==> src/math_params.svh <==
`ifndef MATH_PARAMS_SVH
`define MATH_PARAMS_SVH

////////////////////////////////////////////////////////////////////////////
// adder geometry
////////////////////////////////////////////////////////////////////////////

// width of one adder slice, matches a DSP post-adder
`define MATH_SLICE_W 48

// full operand width, two slices side by side
`define MATH_WORD_W (2 * `MATH_SLICE_W)

////////////////////////////////////////////////////////////////////////////
// pipeline
////////////////////////////////////////////////////////////////////////////

// enabled edges from operands in to sum out
`define MATH_ADD_LAT 3

`endif

==> src/math_pkg.sv <==
`include "math_params.svh"

package math_pkg;

  //////////////////////////////////////////////////////////////////////////
  // data words
  //////////////////////////////////////////////////////////////////////////

  // one slice worth of unsigned data
  typedef logic [`MATH_SLICE_W-1:0] word48_t;

  // a full operand
  typedef logic [`MATH_WORD_W-1:0] word96_t;

  // full sum, top bit is the carry-out
  typedef logic [`MATH_WORD_W:0] sum97_t;

  //////////////////////////////////////////////////////////////////////////
  // grouped payloads
  //////////////////////////////////////////////////////////////////////////

  // upper halves of both operands, skewed together through one delay line
  typedef struct packed {
    word48_t a;
    word48_t b;
  } operand_pair_t;

endpackage

==> src/shift_reg.sv <==
`timescale 1ns/100ps

module shift_reg import math_pkg::*; #(
  parameter type data_t = word48_t,
  parameter int  DEPTH  = 1
) (
  input  logic  clk,
  input  logic  rst_n,
  input  logic  ena,

  // payload in and out
  input  data_t din,
  output data_t dout
);

  ////////////////////////////////////////////////////////////////////////////
  // register chain
  ////////////////////////////////////////////////////////////////////////////

  // stage 0 is the input end
  data_t stage_q [DEPTH];

  always_ff @(posedge clk) begin
    if (!rst_n) begin
      for (int i = 0; i < DEPTH; i++) begin
        stage_q[i] <= '0;
      end
    end else if (ena) begin
      stage_q[0] <= din;
      // shift toward the output, no-op when DEPTH is 1
      for (int i = 1; i < DEPTH; i++) begin
        stage_q[i] <= stage_q[i-1];
      end
    end
  end

  // last stage drives the output
  assign dout = stage_q[DEPTH-1];

  ////////////////////////////////////////////////////////////////////////////
  // checks
  ////////////////////////////////////////////////////////////////////////////

  // once out of reset, an X here means an upstream block never got cleared
  a_dout_known: assert property (
    @(posedge clk) disable iff (!rst_n)
    !$isunknown(dout)
  ) else $error("shift_reg: unknown bits on dout after reset");

endmodule

==> src/math_add_48.sv <==
`timescale 1ns/100ps

`include "math_params.svh"

module math_adder_slice import math_pkg::*; (
  input  logic    clk,
  input  logic    rst_n,
  input  logic    ena,

  // operands
  input  word48_t a,
  input  word48_t b,

  // carry from the slice below enters at the sum stage
  input  logic    carry_in,

  // registered result
  output word48_t sum,
  output logic    carry_out
);

  ////////////////////////////////////////////////////////////////////////////
  // stage 1 operand registers
  ////////////////////////////////////////////////////////////////////////////

  word48_t a_q;
  word48_t b_q;

  always_ff @(posedge clk) begin
    if (!rst_n) begin
      a_q <= '0;
      b_q <= '0;
    end else if (ena) begin
      a_q <= a;
      b_q <= b;
    end
  end

  ////////////////////////////////////////////////////////////////////////////
  // stage 2 post-adder and sum register
  ////////////////////////////////////////////////////////////////////////////

  // one extra bit holds the carry-out
  logic [`MATH_SLICE_W:0] sum_next;
  logic [`MATH_SLICE_W:0] sum_q;

  // same job as the DSP post-adder with A:B plus C
  assign sum_next = {1'b0, a_q}
                  + {1'b0, b_q}
                  + {{`MATH_SLICE_W{1'b0}}, carry_in};

  always_ff @(posedge clk) begin
    if (!rst_n) begin
      sum_q <= '0;
    end else if (ena) begin
      sum_q <= sum_next;
    end
  end

  // split the register into sum and carry
  assign sum       = sum_q[`MATH_SLICE_W-1:0];
  assign carry_out = sum_q[`MATH_SLICE_W];

  ////////////////////////////////////////////////////////////////////////////
  // checks
  ////////////////////////////////////////////////////////////////////////////

  // an X captured here would spread into every later sum
  a_in_known: assert property (
    @(posedge clk) disable iff (!rst_n)
    ena |-> !$isunknown({a, b, carry_in})
  ) else $error("math_adder_slice: unknown operand or carry captured");

endmodule

==> src/math_add_96.sv <==
`timescale 1ns/100ps

`include "math_params.svh"

module math_add_96 import math_pkg::*; (
  input  logic    clk,
  input  logic    rst_n,
  input  logic    ena,

  // operands
  input  word96_t dina,
  input  word96_t dinb,

  // sum with the carry-out in bit 96
  output sum97_t  dout
);

  ////////////////////////////////////////////////////////////////////////////
  // pipeline budget
  ////////////////////////////////////////////////////////////////////////////

  // operand reg plus sum reg inside each slice
  localparam int SLICE_LAT = 2;

  // skew stages needed so both paths total the full latency
  localparam int DLY_DEPTH = `MATH_ADD_LAT - SLICE_LAT;

  ////////////////////////////////////////////////////////////////////////////
  // internal wires
  ////////////////////////////////////////////////////////////////////////////

  // lower slice
  word48_t       sum_l;
  logic          carry_l;

  // upper operands before and after the skew
  operand_pair_t ops_hi;
  operand_pair_t ops_hi_d;

  assign ops_hi.a = dina[`MATH_WORD_W-1:`MATH_SLICE_W];
  assign ops_hi.b = dinb[`MATH_WORD_W-1:`MATH_SLICE_W];

  ////////////////////////////////////////////////////////////////////////////
  // lower half
  ////////////////////////////////////////////////////////////////////////////

  // produces bits 47:0 and the carry into the upper half
  // bottom slice has nothing below it
  math_adder_slice u_add_l (
    .clk       (clk),
    .rst_n     (rst_n),
    .ena       (ena),
    .a         (dina[`MATH_SLICE_W-1:0]),
    .b         (dinb[`MATH_SLICE_W-1:0]),
    .carry_in  (1'b0),
    .sum       (sum_l),
    .carry_out (carry_l)
  );

  // hold the lower sum while the upper half catches up
  shift_reg #(
    .data_t (word48_t),
    .DEPTH  (DLY_DEPTH)
  ) u_dly_lo (
    .clk   (clk),
    .rst_n (rst_n),
    .ena   (ena),
    .din   (sum_l),
    .dout  (dout[`MATH_SLICE_W-1:0])
  );

  ////////////////////////////////////////////////////////////////////////////
  // upper half
  ////////////////////////////////////////////////////////////////////////////

  // delay upper operands one stage so carry_l lands at their sum stage
  shift_reg #(
    .data_t (operand_pair_t),
    .DEPTH  (DLY_DEPTH)
  ) u_dly_hi (
    .clk   (clk),
    .rst_n (rst_n),
    .ena   (ena),
    .din   (ops_hi),
    .dout  (ops_hi_d)
  );

  // carry out of this slice is the carry out of the whole add
  math_adder_slice u_add_u (
    .clk       (clk),
    .rst_n     (rst_n),
    .ena       (ena),
    .a         (ops_hi_d.a),
    .b         (ops_hi_d.b),
    .carry_in  (carry_l),
    .sum       (dout[`MATH_WORD_W-1:`MATH_SLICE_W]),
    .carry_out (dout[`MATH_WORD_W])
  );

endmodule

==> config.mk <==
export PLATFORM = sky130hd
export DESIGN_NAME = math_add_96
export DESIGN_NICKNAME = d
export VERILOG_FILES = /design/src/math_pkg.sv /design/src/shift_reg.sv /design/src/math_add_48.sv /design/src/math_add_96.sv
export VERILOG_INCLUDE_DIRS = /design/src
export SDC_FILE = /design/constraint.sdc
export NUM_CORES = 1
export LEC_CHECK = 0
export BUFFER_PORTS_ARGS = -buffer_cell sky130_fd_sc_hd__buf_2
export CAP_MARGIN = 20
export CORE_UTILIZATION = 45
export CTS_CLUSTER_DIAMETER = 40
export DETAILED_ROUTE_END_ITERATION = 8
export PLACE_DENSITY_LB_ADDON = 0.25
export SYNTH_ARGS = -nofsm -noshare
export SYNTH_HDL_FRONTEND = slang
export SYNTH_SLANG_ARGS = --single-unit
==> constraint.sdc <==
create_clock -name clk -period 6.9 [get_ports clk]
set_clock_uncertainty 0.2 [all_clocks]
set_input_delay 0.345 -clock clk [delete_from_list [all_inputs] [get_ports clk]]
set_output_delay 0.345 -clock clk [all_outputs]
set_load 0.01 [all_outputs]
==> results.sh <==
export IMPL_synth_edf_count=144
export IMPL_status="complete, but fails checks"
export IMPL_hpwl_um=35800
export IMPL_cts_resized=0
export IMPL_yosys_top_cells_count="nor2_1 (305), dfxtp_1 (290), mux2i_1 (225)"
export IMPL_gp_congestion=0.937
export IMPL_finalWorstSetupSlack_ps=3130
export IMPL_synth_top_area_cell="dfxtp_1"
export IMPL_fin_tns_setup_ps=0
export IMPL_syn_inst=2065
export IMPL_ys_seq_elements=434
export IMPL_p_int_uw=5520
export IMPL_cts_inserted_buffers=73
export IMPL_route_vias_total=17062
export IMPL_vias_per_cell=5.38
export IMPL_power_density_mw_per_mm2=275
export IMPL_cap_violations=0
export IMPL_synth_top_cell_area_share_pct=28.2
export IMPL_grt_pass1_wl_um=88800
export IMPL_drt_wl_total_um=55200
export IMPL_path_class="reg -> reg"
export IMPL_path_max_fanout=4
export IMPL_firstDrtPassIters=5
export IMPL_p_seq_share_pct=39.2
export IMPL_synthArstFlopShare_pct=0
export IMPL_placedInstanceArea_mm2=0.0224
export IMPL_yosys_area_share_xor_xnor_pct=3.36
export IMPL_drc=0
export IMPL_synthMuxAreaShare_pct=10.9
export IMPL_die_area_mm2=0.0466
export IMPL_antenna_left=0
export IMPL_startpoint="u_add_l.sum_q[48]"
export IMPL_worst_r2r_path_depth=11
export IMPL_maxSlewHeadroom_pct=34.5
export IMPL_synth_area_mm2=0.0206
export IMPL_layout_cells_non_filler=3172
export IMPL_startpoint_type="register"
export IMPL_floorplan_initialDensity_pct=45.5
export IMPL_fin_crit_sh_pct=54.6
export IMPL_boundaryPins=292
export IMPL_cts_sinks=434
export IMPL_core_mm2=0.0453
export IMPL_port_buffers=291
export IMPL_cellLeakagePower_uw=0.0125
export IMPL_routed_wl_met2_um=25800
export IMPL_synth_warnings=0
export IMPL_syn_area_per_cell_um2=9.98
export IMPL_power_frac_clock_pct=50.2
export IMPL_setup_viol_count_final=0
export IMPL_end_kind="register"
export IMPL_grt_max_degree=110
export IMPL_grt_remaining_overflow=0
export IMPL_die_w_um=216
export IMPL_synthAdderAreaFrac_pct=6.06
export IMPL_synth_compound_area_share_pct=11.8
export IMPL_violations="hold timing"
export IMPL_ir_drop_mv=0.255
export IMPL_tritoncts="yes"
export IMPL_clk_latency_ps=600
export IMPL_synthFlopType="dfxtp_1"
export IMPL_yosysMostFrequentCell="nor2_1"
export IMPL_cts_buffer_depth=3
export IMPL_drive_above_1_share_pct=17.4
export IMPL_htree_levels=3
export IMPL_clock_fmax_ghz=0.265
export IMPL_switchingPower_uw=1900
export IMPL_post_route_min_period_ps=3770
export IMPL_yosys_top_cells_area="dfxtp_1 (28%), edfxtp_1 (21%), mux2i_1 (11%)"
export IMPL_area_growth_pct=30.7
export IMPL_synth_fp_nets=2358
export IMPL_wl_per_cell_um=17.4
export IMPL_final_max_slew_viol_count=0
export IMPL_crit_arrival_ps=4030
export IMPL_path_clk_slew_ps=50
export IMPL_grt_pass1_vias=17095
export IMPL_hold_violations=3
export IMPL_combPwrFrac_pct=10.6
export IMPL_worst_r2r_endpoint="u_add_u.sum_q[44]"
export IMPL_r2r_start="u_add_l.sum_q[48]"
export IMPL_cp_required_ps=7170
export IMPL_p_sw_share_pct=25.6
export IMPL_wl_met1_um=24300
export IMPL_antenna_found_initial=7
export IMPL_dp_slack_ps=3150
export IMPL_die_h_um=216
export IMPL_fillers=3804
export IMPL_timing_hold_ws_ps=-2.90
export IMPL_synthSimpleGateAreaFrac_pct=15.8
export IMPL_top_layer="met5"
export IMPL_seq_area_frac_synth_pct=49.2
export IMPL_worst_pin_slew_ps=983
export IMPL_place_inst=2841
export IMPL_cts_root_buf="clkbuf_16"
export IMPL_hp_class="in -> reg"
export IMPL_wl_met3_um=3370
export IMPL_rows=78
export IMPL_rrSetupSlack_ps=3130
export IMPL_rsz0062_at_grt="false"
export IMPL_design_area_mm2=0.0269
export IMPL_grt_use_total_pct=23.6
export IMPL_drtIter0Drc=933
export IMPL_synth_cell_types=69
export IMPL_setup_worst_path_end="u_add_u.sum_q[44]"
export IMPL_nets=2802
export IMPL_synth_top_family_by_area="simple AND/OR/NAND/NOR gates"
## metrics by stage
step | hold WS [ps] | utilization [%] | power, uW
6_report | -2.90 | 59.5 | 7410
5_1_grt | 72.3 | 59.5 | 7680
4_1_cts | 41.1 | 59.4 | 7480
2_1_floorplan | 217 | - | 3400
3_5_place_dp | 236 | 49.6 | 3640
3_3_place_gp | 225 | 49.6 | 3630
## layout make-up
cell class	instances	area (um2)	area share, %
Clock inverter	46	547	2.03
Inverter	32	133	0.492
Clock buffer	90	1990	7.41
Multi-Input combinational cell	1474	9880	36.7
Tap cell	600	751	2.79
Antenna cell	2	5.00	0.0186
Sequential cell	434	10100	37.6
Timing Repair Buffer	494	3490	12.9
## power by group through the flow
stage	clock network (uW)	logic (uW)	registers (uW)
after global placement	0	680	2950
after detailed placement	0	691	2950
final	3720	785	2910
after floorplan	0	465	2940
after CTS	3790	782	2900
after global routing	3900	868	2920
## worst max-delay path, cell delays in order, from the launching register on
cell,delay (ps)
dfxtp_1,330
fa_1,500
fa_1,430
a21oi_1,230
nor2_1,90
or2_1,260
a221oi_2,400
o21ai_1,210
a221oi_2,480
o311a_1,300
a211o_1,150
nand3_1,60
## per-layer routing
metal  track usage, %  up-vias
met5                0        -
met4             8.24       10
met3             5.82      137
met2             39.2      490
met1             29.7     8076
li1                 -     8349
## cell families (layout without fill, tap and decap cells)
logic type,count (synthesis),count (layout)
flip-flops,434,434
adder cells (fa/ha/maj),98,98
other,0,2
XOR/XNOR,79,79
buffers and inverters,157,662
multiplexers,225,225
AND/OR/NAND/NOR,693,693
AO/OA/AOI/OAI,379,379
## placed cells by master (no fill, tap or decap), drive strengths merged, types with 29 or more instances in the layout
cell type and n:
a21o 36, a21oi 116, and3 149, buf 302, clkbuf 90, dfxtp 290
dlygate4sd3 192, edfxtp 144, ha 95, inv 54, mux2i 225, nand2 119
nand3 29, nor2 305, o21ai 100, xnor2 52
## worst min-delay path by stage
stage / from / end / slack, ps / cells past startpoint
global placement: u_add_l.sum_q[27] / u_add_l.sum_q[27] / 230 / 2
global route: rst_n / u_add_u.b_q[43] / 70 / 3
detailed placement: u_add_l.sum_q[44] / u_add_l.sum_q[44] / 240 / 2
CTS: rst_n / u_add_u.a_q[43] / 40 / 3
floorplan: u_add_l.sum_q[11] / u_add_l.sum_q[11] / 220 / 2
finish: rst_n / u_add_u.a_q[43] / -3 / 3
## sequential cells by signal (all words and copies together), names as in the netlist
name              flops
u_add_u.sum_q        49
u_add_l.sum_q        49
u_add_u.a_q          48
u_add_l.b_q          48
u_add_l.a_q          48
u_dly_hi.stage_q     96
u_dly_lo.stage_q     48
u_add_u.b_q          48
## what timing repair did
action                                  4_1_cts  5_1_grt
hold endpoints to repair                    192        0
hold buffers                                192        0
endpoints found under the setup margin        0        0
buffers inserted                              0        0
Note: power is estimated with default switching activity, not from simulation.
